### config.mk
export PLATFORM = sky130hd
export DESIGN_NAME = stencil_eq_top
export DESIGN_NICKNAME = d
export VERILOG_FILES = /design/src/source/stencil_pkg.sv /design/src/source/cfg_pkg.sv /design/src/source/stencil_cfg_regs.sv /design/src/source/line_window.sv /design/src/source/stencil_pipe.sv /design/src/source/stencil_step.sv /design/src/source/eq_check.sv /design/src/source/stencil_eq_top.sv
export SDC_FILE = /design/constraint.sdc
export NUM_CORES = 1
export LEC_CHECK = 0
export BUFFER_PORTS_ARGS = -buffer_cell sky130_fd_sc_hd__buf_2
export CORE_ASPECT_RATIO = 0.9
export CORE_UTILIZATION = 40
export CTS_CLUSTER_DIAMETER = 200
export DETAILED_ROUTE_END_ITERATION = 7
export PLACE_DENSITY_LB_ADDON = 0.12
export SYNTH_ARGS = -nofsm -noshare
export SYNTH_HDL_FRONTEND = slang
export SYNTH_HIERARCHICAL = 1
export SYNTH_SLANG_ARGS = --single-unit
export TNS_END_PERCENT = 1
### constraint.sdc
create_clock -name clk -period 5.3 [get_ports clk]
set_input_delay 0.795 -clock clk [delete_from_list [all_inputs] [get_ports clk]]
set_output_delay 0.795 -clock clk [all_outputs]
set_load 0.02 [all_outputs]
### src/source/stencil_pkg.sv
// ---------------------------------------------------------------------
// stencil types for pixels, 3x3 windows, kernel modes and tap weights
// ---------------------------------------------------------------------
package stencil_pkg;

    typedef logic [7:0] pixel_t;

    // raster order with row 0 oldest and tap 4 at the centre
    typedef pixel_t [0:8] window_t;

    typedef enum logic {
        gauss = 1'b0,
        ident = 1'b1
    } kmode_t;

    typedef logic [11:0] acc_t;  // 255 * 16 fits

    localparam int NUM_TAPS   = 9;
    localparam int CENTER_TAP = 4;

    localparam acc_t gauss_coef [NUM_TAPS] = '{1, 2, 1, 2, 4, 2, 1, 2, 1};
    localparam int   gauss_shift = 4;  // weights sum to 16

endpackage

### src/source/cfg_pkg.sv
// ---------------------------------------------------------------------
// configuration register map and field types
// ---------------------------------------------------------------------
package cfg_pkg;

    typedef logic [1:0]  cfg_addr_t;
    typedef logic [15:0] cfg_word_t;

    localparam cfg_addr_t reg_width    = 2'd0;  // read/write row width
    localparam cfg_addr_t reg_mode     = 2'd1;  // read/write kernel mode
    localparam cfg_addr_t reg_mismatch = 2'd2;  // read only and cleared on write
    localparam cfg_addr_t reg_frames   = 2'd3;  // read only

    // narrowest row that still yields a full window
    localparam cfg_word_t MIN_WIDTH = 16'd3;

    localparam cfg_word_t CNT_MAX = 16'hffff;

endpackage

### src/source/stencil_cfg_regs.sv
// ---------------------------------------------------------------------
// stencil_cfg_regs holds row width and kernel mode
// and counts mismatches and finished frames
// ---------------------------------------------------------------------
module stencil_cfg_regs #(
    parameter int MAX_WIDTH = 16
) (
    input  logic                clk,
    input  logic                rst_init,
    input  logic                cfg_wr_valid,
    input  cfg_pkg::cfg_addr_t  cfg_addr,
    input  cfg_pkg::cfg_word_t  cfg_wdata,
    output logic                cfg_wr_ready,
    input  logic                cfg_rd_valid,
    output logic                cfg_rd_ready,
    output cfg_pkg::cfg_word_t  cfg_rdata,
    output logic                cfg_rdata_valid,
    input  logic                mismatch_inc,
    input  logic                frame_done,
    output logic [15:0]         row_width,
    output stencil_pkg::kmode_t kmode
);
    import cfg_pkg::*;
    import stencil_pkg::*;

    cfg_word_t mismatch_cnt;
    cfg_word_t frame_cnt;
    cfg_word_t width_clamped;
    logic      wr_en;

    assign cfg_wr_ready = 1'b1;
    assign cfg_rd_ready = 1'b1;
    assign wr_en        = cfg_wr_valid && cfg_wr_ready;

    always_comb begin
        width_clamped = cfg_wdata;
        if (cfg_wdata < MIN_WIDTH) begin
            width_clamped = MIN_WIDTH;
        end else if (cfg_wdata > cfg_word_t'(MAX_WIDTH)) begin
            width_clamped = cfg_word_t'(MAX_WIDTH);
        end
    end

    always_ff @(posedge clk) begin
        if (rst_init) begin
            row_width       <= 16'(MAX_WIDTH);
            kmode           <= gauss;
            mismatch_cnt    <= '0;
            frame_cnt       <= '0;
            cfg_rdata_valid <= 1'b0;
        end else begin
            if (wr_en && cfg_addr == reg_width) begin
                row_width <= width_clamped;
            end
            if (wr_en && cfg_addr == reg_mode) begin
                kmode <= kmode_t'(cfg_wdata[0]);
            end
            if (wr_en && cfg_addr == reg_mismatch) begin
                mismatch_cnt <= '0;
            end else if (mismatch_inc && mismatch_cnt != CNT_MAX) begin
                mismatch_cnt <= mismatch_cnt + 16'd1;  // saturates
            end
            if (frame_done) begin
                frame_cnt <= frame_cnt + 16'd1;
            end
            cfg_rdata_valid <= cfg_rd_valid && cfg_rd_ready;
        end
    end

    always_ff @(posedge clk) begin
        if (cfg_rd_valid && cfg_rd_ready) begin
            case (cfg_addr)
                reg_width:    cfg_rdata <= row_width;
                reg_mode:     cfg_rdata <= cfg_word_t'(kmode);
                reg_mismatch: cfg_rdata <= mismatch_cnt;
                reg_frames:   cfg_rdata <= frame_cnt;
            endcase
        end
    end

    a_width_range: assert property (@(posedge clk) disable iff (rst_init)
        row_width >= MIN_WIDTH && row_width <= 16'(MAX_WIDTH));

endmodule

### src/source/line_window.sv
// ---------------------------------------------------------------------
// line_window feeds a shifting 3x3 pixel window from two row buffers
// ---------------------------------------------------------------------
module line_window #(
    parameter int MAX_WIDTH = 16
) (
    input  logic                 clk,
    input  logic                 rst_init,
    input  logic                 in_valid,
    input  stencil_pkg::pixel_t  in_data,
    input  logic                 in_last,
    output logic                 in_ready,
    input  logic [15:0]          row_width,
    output logic                 win_valid,
    output stencil_pkg::window_t win,
    input  logic                 win_ready,
    output logic                 frame_done
);
    import stencil_pkg::*;

    localparam int CW = $clog2(MAX_WIDTH);

    pixel_t          lb0 [MAX_WIDTH];  // row y-2
    pixel_t          lb1 [MAX_WIDTH];  // row y-1
    logic [CW-1:0]   col;
    logic [1:0]      rows;             // full rows seen up to 2
    logic            take;
    logic            col_wrap;

    assign in_ready = !win_valid || win_ready;
    assign take     = in_valid && in_ready;
    assign col_wrap = (16'(col) == row_width - 16'd1);

    always_ff @(posedge clk) begin
        if (rst_init) begin
            col        <= '0;
            rows       <= '0;
            win_valid  <= 1'b0;
            frame_done <= 1'b0;
        end else begin
            frame_done <= take && in_last;
            if (take) begin
                win_valid <= (col >= 2) && (rows == 2'd2);
                if (in_last) begin
                    col  <= '0;
                    rows <= '0;
                end else if (col_wrap) begin
                    col <= '0;
                    if (rows != 2'd2) begin
                        rows <= rows + 2'd1;
                    end
                end else begin
                    col <= col + 1'b1;
                end
            end else if (win_ready) begin
                win_valid <= 1'b0;
            end
        end
    end

    // line buffers and window shift
    always_ff @(posedge clk) begin
        if (take) begin
            lb0[col] <= lb1[col];
            lb1[col] <= in_data;
            for (int r = 0; r < 3; r++) begin
                win[3*r]   <= win[3*r+1];
                win[3*r+1] <= win[3*r+2];
            end
            win[2] <= lb0[col];
            win[5] <= lb1[col];
            win[8] <= in_data;
        end
    end

    a_col_range: assert property (@(posedge clk) disable iff (rst_init)
        16'(col) < row_width);

endmodule

### src/source/stencil_pipe.sv
// ---------------------------------------------------------------------
// stencil_pipe runs a two-stage 3x3 kernel that stalls as one unit
// ---------------------------------------------------------------------
module stencil_pipe (
    input  logic                 clk,
    input  logic                 rst_init,
    input  logic                 win_valid,
    input  stencil_pkg::window_t win,
    input  stencil_pkg::kmode_t  kmode,
    output logic                 win_ready,
    output logic                 res_valid,
    output stencil_pkg::pixel_t  res,
    input  logic                 res_ready
);
    import stencil_pkg::*;

    acc_t   row_sum [3];
    acc_t   s1_row  [3];
    pixel_t s1_ctr;
    kmode_t s1_mode;
    logic   s1_valid;
    acc_t   total;
    logic   advance;

    assign advance   = !res_valid || res_ready;
    assign win_ready = advance;
    assign total     = s1_row[0] + s1_row[1] + s1_row[2];

    // weighted sum per window row
    always_comb begin
        for (int r = 0; r < 3; r++) begin
            row_sum[r] = '0;
            for (int k = 0; k < 3; k++) begin
                row_sum[r] = row_sum[r] + gauss_coef[3*r+k] * acc_t'(win[3*r+k]);
            end
        end
    end

    always_ff @(posedge clk) begin
        if (rst_init) begin
            s1_valid  <= 1'b0;
            res_valid <= 1'b0;
        end else if (advance) begin
            s1_valid  <= win_valid;
            res_valid <= s1_valid;
        end
    end

    always_ff @(posedge clk) begin
        if (advance) begin
            s1_row  <= row_sum;
            s1_ctr  <= win[CENTER_TAP];
            s1_mode <= kmode;  // mode travels with the item
            res     <= (s1_mode == ident) ? s1_ctr : pixel_t'(total >> gauss_shift);
        end
    end

endmodule

### src/source/stencil_step.sv
// ---------------------------------------------------------------------
// stencil_step adds one weighted tap per cycle into its accumulator
// ---------------------------------------------------------------------
module stencil_step (
    input  logic                 clk,
    input  logic                 rst_init,
    input  logic                 win_valid,
    input  stencil_pkg::window_t win,
    input  stencil_pkg::kmode_t  kmode,
    output logic                 win_ready,
    output logic                 res_valid,
    output stencil_pkg::pixel_t  res,
    input  logic                 res_ready
);
    import stencil_pkg::*;

    localparam logic [3:0] LAST_TAP = 4'(NUM_TAPS - 1);

    logic       busy;
    logic [3:0] tap;
    acc_t       acc;
    acc_t       acc_next;
    window_t    hold;
    kmode_t     mode_q;
    logic       start;

    // idle means nothing in progress and no result waiting
    assign win_ready = !busy && !res_valid;
    assign start     = win_valid && win_ready;
    assign acc_next  = acc + gauss_coef[tap] * acc_t'(hold[tap]);

    always_ff @(posedge clk) begin
        if (rst_init) begin
            busy      <= 1'b0;
            tap       <= '0;
            res_valid <= 1'b0;
        end else begin
            if (start) begin
                busy <= 1'b1;
                tap  <= '0;
            end else if (busy) begin
                if (tap == LAST_TAP) begin
                    busy      <= 1'b0;
                    res_valid <= 1'b1;
                end else begin
                    tap <= tap + 4'd1;
                end
            end
            if (res_valid && res_ready) begin
                res_valid <= 1'b0;
            end
        end
    end

    always_ff @(posedge clk) begin
        if (start) begin
            hold   <= win;
            mode_q <= kmode;
            acc    <= '0;
        end else if (busy) begin
            acc <= acc_next;
            if (tap == LAST_TAP) begin
                res <= (mode_q == ident) ? hold[CENTER_TAP] : pixel_t'(acc_next >> gauss_shift);
            end
        end
    end

    a_tap_range: assert property (@(posedge clk) disable iff (rst_init)
        tap <= LAST_TAP);

endmodule

### src/source/eq_check.sv
// ---------------------------------------------------------------------
// eq_check pairs both kernel results, forwards one and flags a mismatch
// ---------------------------------------------------------------------
module eq_check (
    input  logic                clk,
    input  logic                rst_init,
    input  logic                pipe_valid,
    input  stencil_pkg::pixel_t pipe_res,
    output logic                pipe_ready,
    input  logic                step_valid,
    input  stencil_pkg::pixel_t step_res,
    output logic                step_ready,
    output logic                out_valid,
    output stencil_pkg::pixel_t out_data,
    output logic                out_mismatch,
    input  logic                out_ready,
    output logic                mismatch_inc
);
    import stencil_pkg::*;

    logic   p_full;
    logic   s_full;
    pixel_t p_val;
    pixel_t s_val;
    logic   out_take;

    assign pipe_ready   = !p_full;
    assign step_ready   = !s_full;
    assign out_take     = out_valid && out_ready;
    assign mismatch_inc = out_take && out_mismatch;

    always_ff @(posedge clk) begin
        if (rst_init) begin
            p_full    <= 1'b0;
            s_full    <= 1'b0;
            out_valid <= 1'b0;
        end else if (out_take) begin
            p_full    <= 1'b0;  // release both slots together
            s_full    <= 1'b0;
            out_valid <= 1'b0;
        end else begin
            if (pipe_valid && pipe_ready) begin
                p_full <= 1'b1;
            end
            if (step_valid && step_ready) begin
                s_full <= 1'b1;
            end
            if (p_full && s_full) begin
                out_valid <= 1'b1;
            end
        end
    end

    always_ff @(posedge clk) begin
        if (pipe_valid && pipe_ready) begin
            p_val <= pipe_res;
        end
        if (step_valid && step_ready) begin
            s_val <= step_res;
        end
        if (p_full && s_full && !out_valid) begin
            out_data     <= p_val;
            out_mismatch <= (p_val != s_val);
        end
    end

    a_out_stable: assert property (@(posedge clk) disable iff (rst_init)
        out_valid && !out_ready |=> $stable(out_data));

endmodule

### src/source/stencil_eq_top.sv
// ---------------------------------------------------------------------
// stencil_eq_top runs pipelined and step-wise stencils side by side
// ---------------------------------------------------------------------
module stencil_eq_top #(
    parameter int MAX_WIDTH = 16
) (
    input  logic                clk,
    input  logic                rst_init,
    input  logic                in_valid,
    output logic                in_ready,
    input  stencil_pkg::pixel_t in_data,
    input  logic                in_last,
    output logic                out_valid,
    input  logic                out_ready,
    output stencil_pkg::pixel_t out_data,
    output logic                out_mismatch,
    input  logic                cfg_wr_valid,
    output logic                cfg_wr_ready,
    input  cfg_pkg::cfg_addr_t  cfg_addr,
    input  cfg_pkg::cfg_word_t  cfg_wdata,
    input  logic                cfg_rd_valid,
    output logic                cfg_rd_ready,
    output cfg_pkg::cfg_word_t  cfg_rdata,
    output logic                cfg_rdata_valid
);
    import stencil_pkg::*;

    logic        pipe_in_ready;
    logic        step_in_ready;
    logic        in_take;
    logic [15:0] row_width;
    kmode_t      kmode;
    logic        mismatch_inc;
    logic        frame_done;
    logic        pw_valid;
    logic        pw_ready;
    window_t     pw;
    logic        sw_valid;
    logic        sw_ready;
    window_t     sw;
    logic        pr_valid;
    logic        pr_ready;
    pixel_t      pr;
    logic        sr_valid;
    logic        sr_ready;
    pixel_t      sr;

    // both windows must take each pixel on the same cycle
    assign in_ready = pipe_in_ready & step_in_ready;
    assign in_take  = in_valid & in_ready;

    stencil_cfg_regs #(.MAX_WIDTH(MAX_WIDTH)) cfg_i (
        .clk(clk), .rst_init(rst_init),
        .cfg_wr_valid(cfg_wr_valid), .cfg_addr(cfg_addr), .cfg_wdata(cfg_wdata),
        .cfg_wr_ready(cfg_wr_ready), .cfg_rd_valid(cfg_rd_valid),
        .cfg_rd_ready(cfg_rd_ready), .cfg_rdata(cfg_rdata),
        .cfg_rdata_valid(cfg_rdata_valid), .mismatch_inc(mismatch_inc),
        .frame_done(frame_done), .row_width(row_width), .kmode(kmode)
    );

    line_window #(.MAX_WIDTH(MAX_WIDTH)) win_pipe_i (
        .clk(clk), .rst_init(rst_init),
        .in_valid(in_take), .in_data(in_data), .in_last(in_last),
        .in_ready(pipe_in_ready), .row_width(row_width),
        .win_valid(pw_valid), .win(pw), .win_ready(pw_ready),
        .frame_done(frame_done)
    );

    line_window #(.MAX_WIDTH(MAX_WIDTH)) win_step_i (
        .clk(clk), .rst_init(rst_init),
        .in_valid(in_take), .in_data(in_data), .in_last(in_last),
        .in_ready(step_in_ready), .row_width(row_width),
        .win_valid(sw_valid), .win(sw), .win_ready(sw_ready),
        .frame_done()
    );

    stencil_pipe pipe_i (
        .clk(clk), .rst_init(rst_init),
        .win_valid(pw_valid), .win(pw), .kmode(kmode), .win_ready(pw_ready),
        .res_valid(pr_valid), .res(pr), .res_ready(pr_ready)
    );

    stencil_step step_i (
        .clk(clk), .rst_init(rst_init),
        .win_valid(sw_valid), .win(sw), .kmode(kmode), .win_ready(sw_ready),
        .res_valid(sr_valid), .res(sr), .res_ready(sr_ready)
    );

    eq_check eq_i (
        .clk(clk), .rst_init(rst_init),
        .pipe_valid(pr_valid), .pipe_res(pr), .pipe_ready(pr_ready),
        .step_valid(sr_valid), .step_res(sr), .step_ready(sr_ready),
        .out_valid(out_valid), .out_data(out_data), .out_mismatch(out_mismatch),
        .out_ready(out_ready), .mismatch_inc(mismatch_inc)
    );

endmodule

# ---- Yosys cells after proc, flatten, opt, wreduce, memory -nomap -nowiden
# Memory sizes are Yosys's and may differ from the RTL's. A register that Yosys moved wholly into a read port is not among the register bits.
# Cells that the tools add are included.
dict set report word_totals {
  regBits 391
  ram_bits 512
  romBits 192
  input_bits 33
  output_inout_bits 30
  wordCells 182
  mem_count 5
}
# name depth word_bits rd rd_clocked_by_memory_dff wr line_no
set memory_table {}
lappend memory_table {{(no name shown)} 16 12 1 0 0 stencil_step.sv:30} ;# assign acc_next = acc + gauss_coef[tap] * acc_t'(hold[tap]);
lappend memory_table {win_pipe_i.lb0 16 8 1 1 1 line_window.sv:23} ;# pixel_t lb0 [MAX_WIDTH];
lappend memory_table {win_pipe_i.lb1 16 8 1 1 1 line_window.sv:24} ;# pixel_t lb1 [MAX_WIDTH];
lappend memory_table {win_step_i.lb0 16 8 1 1 1 line_window.sv:23}
lappend memory_table {win_step_i.lb1 16 8 1 1 1 line_window.sv:24}
dict set report op_classes {
  add_sub_neg 17
  multipliers 1
  magnitude_cmp 5
  n_eq_ne 12
  n_mux 35
  bitwise 5
  reduce_logical 43
}
# op count
set op_table {}
lappend op_table {{16-bit case mux with 4 select lines} 1}
lappend op_table {{12-bit adder} 3}
lappend op_table {{16-bit by 1-bit adder with 16-bit output (second input constant)} 2}
lappend op_table {{8-bit binary-select mux with 4-bit select} 1}
lappend op_table {{4-bit by 16-bit equality test with 1-bit output} 2}
lappend op_table {{16-bit 2-to-1 mux} 2}
lappend op_table {{4-bit 2-to-1 mux} 8}
lappend op_table {{8-bit 2-to-1 mux} 4}
lappend op_table {{12-bit by 8-bit adder with 12-bit output} 2}
lappend op_table {{12-bit 2-to-1 mux} 2}
lappend op_table {{8-bit by 9-bit adder with 10-bit output} 2}
lappend op_table {{1-bit logical AND} 17}
lappend op_table {{16-bit by 5-bit > comparator with 1-bit output (second input constant)} 1}
lappend op_table {{16-bit by 2-bit < comparator with 1-bit output (second input constant)} 1}
lappend op_table {{16-bit != test (second input constant)} 1}
lappend op_table {{16-bit by 1-bit subtractor with 16-bit output (second input constant)} 1}
lappend op_table {{12-bit by 9-bit adder with 12-bit output} 1}
lappend op_table {{4-bit by 1-bit adder with 4-bit output (second input constant)} 3}
lappend op_table {{12-bit by 8-bit multiplier with 12-bit output} 1}
lappend op_table {{2-bit 2-to-1 mux} 6}
lappend op_table {{2-bit nonzero test} 6}
lappend op_table {{9-bit by 10-bit adder with 11-bit output} 1}
lappend op_table {{1-bit 2-to-1 mux} 11}
lappend op_table {{3-bit AND reduction} 3}
lappend op_table {{other kinds (16)} 36}

# ---- Logic depth before layout (Yosys ltp)
# Gate-level depths: netlist of run 1.
dict set report logic_depth {
  ltp_word 8
  mapped_depth 19
  mapped_depth_nobuf 18
}

# ---- By module
# The synthesis of run 1 kept the hierarchy.
# module instances cells_per_inst area_per_inst_um2 seq_area_each_um2
set by_module_without_submodules {}
lappend by_module_without_submodules {{line_window at win_pipe_i} 1 557 12801.0 10089.7}
lappend by_module_without_submodules {{line_window at win_step_i} 1 552 12749.7 10089.7}
lappend by_module_without_submodules {stencil_step 1 365 4989.8 2792.7}
lappend by_module_without_submodules {stencil_pipe 1 285 3559.7 1451.4}
lappend by_module_without_submodules {stencil_cfg_regs 1 285 2892.8 1481.4}
lappend by_module_without_submodules {eq_check 1 50 977.2 810.8}
lappend by_module_without_submodules {stencil_eq_top 1 2 12.5 0.0}

# ---- Worst setup path before layout of run 1
# OpenSTA, ideal clock, no wires.
dict set report synth_path {
  kind {flip-flop to flip-flop}
  startpoint {register eq_i.p_full}
  endpoint {memory win_step_i/lb0[7][0] (netlist name), enable pin}
  setup_ns 0.374
  arrival_ns 5.277
  t_required_ns 4.926
  path_slack_ns -0.351
  stages_incl_launch_ff 11
  n_path_buf 1
  period_less_slack_ns 5.651
  path_cell_list {dfxtp_1 -> inv_1 -> nand2b_1 -> nand2b_1 -> and3_1 -> nand2_1 -> inv_1 -> clkbuf_1 -> nand2_1 -> nor2_1 -> and2_1}
}
dict set report synth_via {
  elab_chain_cells 8
}
# item line_no
set synth_lines {}
lappend synth_lines {{start, declared} eq_check.sv:21} ;# logic p_full;
lappend synth_lines {{start signal, assigned} eq_check.sv:34} ;# p_full <= 1'b0;
lappend synth_lines {{start signal, assigned} eq_check.sv:38} ;# p_full <= 1'b0;
lappend synth_lines {{start signal, assigned} eq_check.sv:43} ;# p_full <= 1'b1;
lappend synth_lines {{1-bit zero test} eq_check.sv:27} ;# assign pipe_ready = !p_full;
lappend synth_lines {{named net pr_ready} stencil_eq_top.sv:42} ;# logic pr_ready;
lappend synth_lines {{1-bit logical OR} stencil_pipe.sv:25} ;# assign advance = !res_valid || res_ready;
lappend synth_lines {{named net pw_ready} stencil_eq_top.sv:36} ;# logic pw_ready;
lappend synth_lines {{1-bit logical OR} line_window.sv:30} ;# assign in_ready = !win_valid || win_ready;
lappend synth_lines {{named net pipe_in_ready} stencil_eq_top.sv:28} ;# logic pipe_in_ready;
lappend synth_lines {{1-bit bitwise AND} stencil_eq_top.sv:49} ;# assign in_ready = pipe_in_ready & step_in_ready;
lappend synth_lines {{1-bit bitwise AND} stencil_eq_top.sv:50} ;# assign in_take = in_valid & in_ready;
lappend synth_lines {{named net in_take} stencil_eq_top.sv:30} ;# logic in_take;
lappend synth_lines {{1-bit logical AND} line_window.sv:31} ;# assign take = in_valid && in_ready;
lappend synth_lines {{named net win_step_i.take} line_window.sv:27} ;# logic take;
lappend synth_lines {{1-bit 2-to-1 mux} line_window.sv:63} ;# if (take) begin
lappend synth_lines {{1-bit 2-to-1 mux (not written as such)} line_window.sv:64} ;# lb0[col] <= lb1[col];
lappend synth_lines {{end, declared} line_window.sv:23}
# The timed path passes the listed nets, and every way through them passes these cells.

# ---- Worst setup path in the final report of run 1
dict set report layout_path {
  startpoint {register step_i.tap[1]}
  endpoint {register step_i.res[7], data pin}
}
dict set report layout_via {
  elab_chain_cells 7
  word_cells_on_any_way 10
  classes_between {1 x add/sub; 1 x mul; 6 x mux; 1 x bitwise; 1 x memory}
}
# item line_no
set layout_lines {}
lappend layout_lines {{start, declared} stencil_step.sv:20} ;# logic [3:0] tap;
lappend layout_lines {{start signal, assigned} stencil_step.sv:46} ;# tap <= tap + 4'd1;
lappend layout_lines {{4-bit inverter with 5-bit output (not written as such) (*)} stencil_step.sv:30}
lappend layout_lines {{memory 16 x 12 bit / 8-bit binary-select mux with 4-bit select (equally long branches)} --}
lappend layout_lines {{12-bit 2-to-1 mux (not written as such) / 8-bit 2-to-1 mux (equally long branches) (2 in a row)} stencil_step.sv:30}
lappend layout_lines {{12-bit by 8-bit multiplier with 12-bit output (*)} stencil_step.sv:30}
lappend layout_lines {{12-bit adder (*)} stencil_step.sv:30}
lappend layout_lines {{8-bit 2-to-1 mux (*)} stencil_step.sv:63} ;# res <= (mode_q == ident) ? hold[CENTER_TAP] : pixel_t'(acc_next >> gauss_shift);
lappend layout_lines {{end signal, assigned} stencil_step.sv:63}
lappend layout_lines {{end, declared} stencil_step.sv:12} ;# output stencil_pkg::pixel_t res,
# Every way passes the cells marked *; elsewhere a longest branch is shown, timed or not. The select of a mux whose other input is x is not followed.
# A chain may end at the register's enable or synchronous reset.

==> results of run 1 <==
==> worst max path at each step <==
stage	startpoint	to	slack, ns	cells after the start
5_1_grt	step_i/tap[1]	step_i/res[7]	0.06	18
3_5_place_dp	step_i/tap[0]	step_i/acc[11]	0.37	18
4_1_cts	step_i/tap[0]	step_i/acc[11]	0.36	18
3_3_place_gp	step_i/tap[1]	step_i/res[7]	0.38	18
6_report	step_i/tap[1]	step_i/res[7]	0.32	18
2_1_floorplan	eq_i/p_full	win_pipe_i/lb0[3][0]	0.17	8
==> per-layer routing <==
metal	track usage	wire length [µm]	vias to the layer above
met1	0.2512	38350	9857
met5	0	11	-
met2	0.2703	37930	418
li1	-	-	8578
met4	0.04445	1529	2
met3	0.02575	4123	109
==> metrics by stage <==
step | util | setup WS, ns
after global routing | 0.4589 | 0.05921
after CTS | 0.4589 | 0.3611
after global placement | 0.4270 | 0.3837
after floorplan | - | 0.1715
after detailed placement | 0.4270 | 0.3691
final | 0.4590 | 0.3232
==> sequential cells by signal (all words and copies together) (netlist names), 12 cells and up, named ones only <==
name                count
cfg_i/cfg_rdata        16
cfg_i/frame_cnt        16
cfg_i/mismatch_cnt     16
cfg_i/row_width        16
pipe_i/s1_row          30
step_i/acc             12
step_i/hold            72
win_pipe_i/lb0        128
win_pipe_i/lb1        128
win_pipe_i/win         72
win_step_i/lb0        128
win_step_i/lb1        128
win_step_i/win         72
==> cell type report <==
type	count	share of cell area
flip-flops and latches	921	0.6222
multi-input cells	999	0.2467
clock buffers	132	0.06122
well taps	1242	0.03621
repair buffers	115	0.01662
inverters	99	0.008717
clock inverters	43	0.008280
diodes	2	0.0001166
==> worst reg2reg max path: cells and delay by family, from the launching register on <==
family          cells  cell delay (ns)
fa+ha+maj           5             2.08
simple gates        5             0.87
flops               1             0.52
buf+inv             4             0.42
xor+xnor            1             0.28
compound gates      3             0.53
==> placed cells by master (no fill, tap or decap), types with 8 or more instances in the layout <==
| cell | n |
|---|---|
| nand2_1 | 81 |
| and2_1 | 24 |
| nand4_1 | 14 |
| a211oi_1 | 15 |
| inv_1 | 94 |
| mux4_2 | 163 |
| clkbuf_8 | 9 |
| o21a_1 | 8 |
| o21ai_1 | 22 |
| nand3_1 | 20 |
| nor2_2 | 9 |
| fa_1 | 48 |
| o31ai_1 | 14 |
| xnor2_1 | 29 |
| clkbuf_16 | 96 |
| or3_1 | 11 |
| or4_1 | 14 |
| nor3_1 | 35 |
| mux2i_1 | 16 |
| buf_4 | 55 |
| ha_1 | 86 |
| buf_2 | 60 |
| a21oi_1 | 56 |
| dfxtp_1 | 91 |
| o21ai_0 | 33 |
| clkbuf_1 | 27 |
| nor2b_1 | 8 |
| a22o_1 | 24 |
| and3_1 | 11 |
| edfxtp_1 | 825 |
| clkinv_2 | 12 |
| mux2_2 | 16 |
| nand2b_1 | 12 |
| clkinv_1 | 21 |
| nor2_1 | 66 |
| xor2_1 | 30 |
| nor4_1 | 12 |
| mux4_1 | 14 |
==> power by group <==
group	leakage [nW]	internal, W	switching, W
registers	8.43	0.00831	0.000151
clock network	1.45	0.00370	0.00271
logic	4.44	0.000816	0.00108
total	14.3	0.0128	0.00395
==> run_results.csv, run 1 <==
group,metric,value,unit
timing,setup_viol,0,
detailed_routing,vias,18964,
worst_setup_path,cp_max_fo,15,
detailed_routing,route.detailed.drc,0,
worst_setup_path,crit_required,5.67,ns
floorplan,die_area,96130,µm²
run,maxCapViolCount,0,
floorplan,rows,106,
placed_design,dp_hpwl,51.35,mm
floorplan,start_util,0.4060,
status,outcome,"complete, no violations",
worst_setup_path,crit_slowest_cell,"dfxtp_1",
worst_setup_path,path_cells,"buf_4 -> nor4b_4 -> nand2_1 -> o21ai_1 -> nand2_1 -> fa_1 -> inv_1 -> ha_1 -> fa_1 -> inv_1 -> fa_1 -> inv_1 -> ha_1 -> nand2_1 -> a211oi_1 -> nor2_1 -> xnor3_1 -> o21ai_1",
timing,fmax,0.2009,GHz
timing,finClkSkew,0.01713,ns
detailed_routing,drt_iter0_drc,1462,
placed_design,placed_area,39930,µm²
worst_setup_path,crit_type,"flop to flop",
timing,finalHoldViolCount,0,
power,finalPower,0.01677,W
clocking,cts_setup_buffers,0,
global_route,antenna_found_initial,7,
clocking,clk_pin_slew,0.06,ns
power,power_density,390.8,nW/µm²
worst_setup_path,cp_num_buf_inv,4,
placed_design,dp.cells,3376,
placed_design,io_buffers,60,
clocking,cts_htree_levels,3,
placed_design,gp_congestion,0.8137,
yosys,synth_warnings,6,
detailed_routing,ant_nets,0,
global_route,track_usage,0.1722,
min_path,whs_endpoint,"step_i/hold[42]",
clocking,cts_tree,"built",
worst_setup_path,end_kind,"flop",
power,leakage,14.31,nW
yosys,synth_area,37960,µm²
cells_and_area,drive_gt1_frac,0.2049,
timing,grt_setup_unrepaired,"no",
floorplan,die_w,326.7,µm
clocking,cts_made_buffers,95,
detailed_routing,viasPerCell,5.337,
cells_and_area,fin_cells,3553,
power,peakVddDrop,0.2722,mV
timing,finalCritPeriodShare,0.9390,
cells_and_area,nFillCells,7989,
cells_and_area,fin_area,42920,µm²
timing,finalMaxSlewViolations,0,
clocking,clkLatencyLatePin,0.65,ns
detailed_routing,post_drt_wl_per_cell,23.06,µm
clocking,cts_resized,0,
global_route,grt_pass1_wl,123.6,mm
worst_setup_path,worst-r2r-setup-slack,0.32,ns
yosys,synthCells,2094,
worst_setup_path,reg2reg_depth,18,
cells_and_area,seq_area,26700,µm²
worst_setup_path,max_stage_delay,0.52,ns
global_route,grt_max_degree,80,
worst_setup_path,critPathTopFamily,"adder cells",
worst_setup_path,critPathLaunchType,"flop",
timing,layout_min_cycle_time,4.977,ns
worst_setup_path,r2r-start,"step_i/tap[1]",
detailed_routing,wl,81.94,mm
clocking,cts_max_path_buffers,3,
clocking,cts_root_buf,"clkbuf_16",
floorplan,ioPinCount,63,
global_route,overflow,0,
floorplan,core-area,93500,µm²
timing,slew-limit-headroom,0.1670,
yosys,avgSynthCellArea,18.13,µm²
min_path,holdCritPathClass,"flop to flop",
cells_and_area,final_net_count,2398,
cells_and_area,syn_to_final_growth,13.06,%
worst_setup_path,arrival,5.35,ns
min_path,whs_path_depth,0,
detailed_routing,dr.pass1.iters,5,
timing,setup-tns-final,0,ns
clocking,hold_buffers,0,
min_path,min-delay-start,"win_step_i/win[42]",
timing,worst_pin_slew,1.248,ns
global_route,grt_pass1_vias,19606,
cells_and_area,multi_input_area,10590,µm²
clocking,cts_num_sinks,921,
floorplan,die_y,294.2,µm
worst_setup_path,worst_r2r_endpoint,"step_i/res[7]",
timing,whs,0.4122,ns
No activity file was read; power rests on OpenSTA's default activity.
==> inputs of run 2 (changes only) <==
==> constraint.sdc (replaced) <==
create_clock -name clk -period 5.6 [get_ports clk]
set_input_delay 0.84 -clock clk [delete_from_list [all_inputs] [get_ports clk]]
set_output_delay 0.84 -clock clk [all_outputs]
set_load 0.02 [all_outputs]
==> run_results.csv, run 2 (synthesis results as in run 1) <==
group,metric,value,unit
timing,worst_pin_slew,1.169,ns
worst_setup_path,arrival,5.82,ns
worst_setup_path,end_kind,"flop",
placed_design,gp_congestion,0.8082,
timing,setup_viol,0,
worst_setup_path,worst-r2r-setup-slack,0.37,ns
detailed_routing,vias,19024,
power,combPwrFrac,0.112,
cells_and_area,final_net_count,2392,
timing,setup-tns-final,0,ns
detailed_routing,ant_nets,0,
clocking,cts_resized,0,
floorplan,die_w,326.7,µm
detailed_routing,post_drt_wl_per_cell,22.77,µm
timing,finalCritPeriodShare,0.9341,
global_route,track_usage,0.1716,
global_route,grt_max_degree,80,
detailed_routing,drt_iter0_drc,1458,
global_route,grt_pass1_vias,19466,
min_path,holdCritPathClass,"flop to flop",
power,switching_share,0.2381,
power,internal_power,0.01210,W
timing,finalHoldViolCount,0,
clocking,cts_max_path_buffers,3,
clocking,cts_made_buffers,95,
worst_setup_path,worst_r2r_endpoint,"step_i/acc[11]",
clocking,clk_pin_slew,0.06,ns
floorplan,die_area,96130,µm²
clocking,cts_tree,"built",
detailed_routing,wl,80.76,mm
clocking,clkLatencyLatePin,0.66,ns
floorplan,rows,106,
cells_and_area,syn_to_final_growth,13.02,%
worst_setup_path,cp_max_fo,12,
placed_design,placed_area,39880,µm²
worst_setup_path,crit_required,6.18,ns
cells_and_area,fin_area,42900,µm²
worst_setup_path,critPathLaunch,"step_i/tap[0]",
cells_and_area,fin_cells,3546,
placed_design,io_buffers,60,
worst_setup_path,endpoint,"step_i/acc[11]",
worst_setup_path,path_cells,"buf_4 -> mux4_2 -> mux2i_1 -> nor3_1 -> fa_1 -> ha_1 -> ha_1 -> inv_1 -> fa_1 -> inv_1 -> ha_1 -> fa_1 -> nand3_1 -> a211oi_1 -> or3_1 -> a21oi_1 -> mux2i_1",
worst_setup_path,crit_type,"flop to flop",
status,outcome,"complete, no violations",
detailed_routing,route.detailed.drc,0,
clocking,hold_buffers,0,
cells_and_area,drive_gt1_frac,0.2088,
clocking,cts_setup_buffers,0,
cells_and_area,final_common_cell,"edfxtp_1",
worst_setup_path,max_stage_delay,0.80,ns
power,clkPwrFrac,0.384,
min_path,min-delay-start,"win_step_i/win[71]",
floorplan,die_y,294.2,µm
power,power_switching,0.003782,W
global_route,grt_pass1_wl,123.6,mm
cells_and_area,final_cell_mix,"edfxtp_1, mux4_2, clkbuf_16, inv_1, dfxtp_1",
clocking,cts_htree_levels,3,
worst_setup_path,critPathLaunchType,"flop",
power,peakVddDrop,0.2647,mV
timing,finalMaxSlewViolations,0,
detailed_routing,viasPerCell,5.365,
clocking,cts_root_buf,"clkbuf_16",
timing,finClkSkew,0.02203,ns
floorplan,start_util,0.4060,
timing,fmax,0.1912,GHz
worst_setup_path,r2r-start,"step_i/tap[0]",
placed_design,dp_hpwl,50.91,mm
global_route,overflow,0,
floorplan,ioPinCount,63,
power,leakage,14.29,nW
timing,grt_setup_unrepaired,"no",
timing,layout_min_cycle_time,5.231,ns
worst_setup_path,reg2reg_depth,17,
detailed_routing,dr.pass1.iters,5,
timing,slew-limit-headroom,0.2195,
worst_setup_path,crit_slowest_cell,"dfxtp_1",
run,maxCapViolCount,0,
floorplan,core-area,93500,µm²
placed_design,dp.cells,3370,
global_route,antenna_found_initial,4,
power,pwr-share-seq,0.504,
clocking,cts_num_sinks,921,
power,power_density,370.3,nW/µm²
run 2: changes by cell type in the layout (fill, tap and decap cells not counted), moves of 4 or more:
cell / change
clkinv_1: -4
clkbuf_1: -13
clkinvlp_4: +5
buf_4: -6
clkbuf_8: -6
clkinv_2: +9
run 2: layer usage:
metal  wire [µm]  GRT usage  vias to the layer above
met2       36700     0.2627                      407
met3        4320    0.02865                      110
met4        1657    0.04217                        2
met1       38070     0.2552                     9918
li1            -          -                     8587
met5          10          0                        -
run 2: worst min-delay path by stage:
stage,slack [ns],end,cells after the start
finish,0.41,step_i/hold[71],0
global route,0.42,step_i/hold[47],0
CTS,0.41,cfg_i/kmode,3
detailed placement,0.40,eq_i/p_val[7],0
global placement,0.40,step_i/hold[65],0
floorplan,0.40,eq_i/p_val[0],0
run 2: stage by stage:
step,hold slack (ns),utilization,setup slack [ns],power (W)
5_1_grt,0.4206,0.4587,0.06351,0.01661
4_1_cts,0.4079,0.4587,0.3215,0.01612
3_3_place_gp,0.4021,0.4266,0.4102,0.009935
3_5_place_dp,0.4045,0.4266,0.3627,0.009971
6_report,0.4134,0.4588,0.3688,0.01589
2_1_floorplan,0.4003,-,0.4715,0.009489
run 2: power by group through the flow:
stage / combinational (W) / sequential, W / clock [W]
floorplan: 0.00140 / 0.00809 / 0
global placement: 0.00178 / 0.00815 / 0
detailed placement: 0.00181 / 0.00816 / 0
CTS: 0.00182 / 0.00801 / 0.00628
global route: 0.00204 / 0.00803 / 0.00653
finish: 0.00179 / 0.00800 / 0.00609
run 2: layout make-up:
class / instances / area [µm²]
fill: 7936 / 50600
sequential: 921 / 26700
multi-input combinational: 999 / 10590
clock buffer: 113 / 2496
tap: 1242 / 1554
timing repair buffer: 109 / 668.1
clock inverter: 58 / 509.2
inverter: 99 / 374.1
antenna: 5 / 12.51
run 2: worst max-delay path: cells and delay by family, from the launching register on:
family | cells | cell delay, ns
mux | 3 | 0.99
simple gates | 3 | 0.60
compound gates | 2 | 0.29
fa+ha+maj | 6 | 2.11
flops | 1 | 0.80
buf+inv | 3 | 0.36
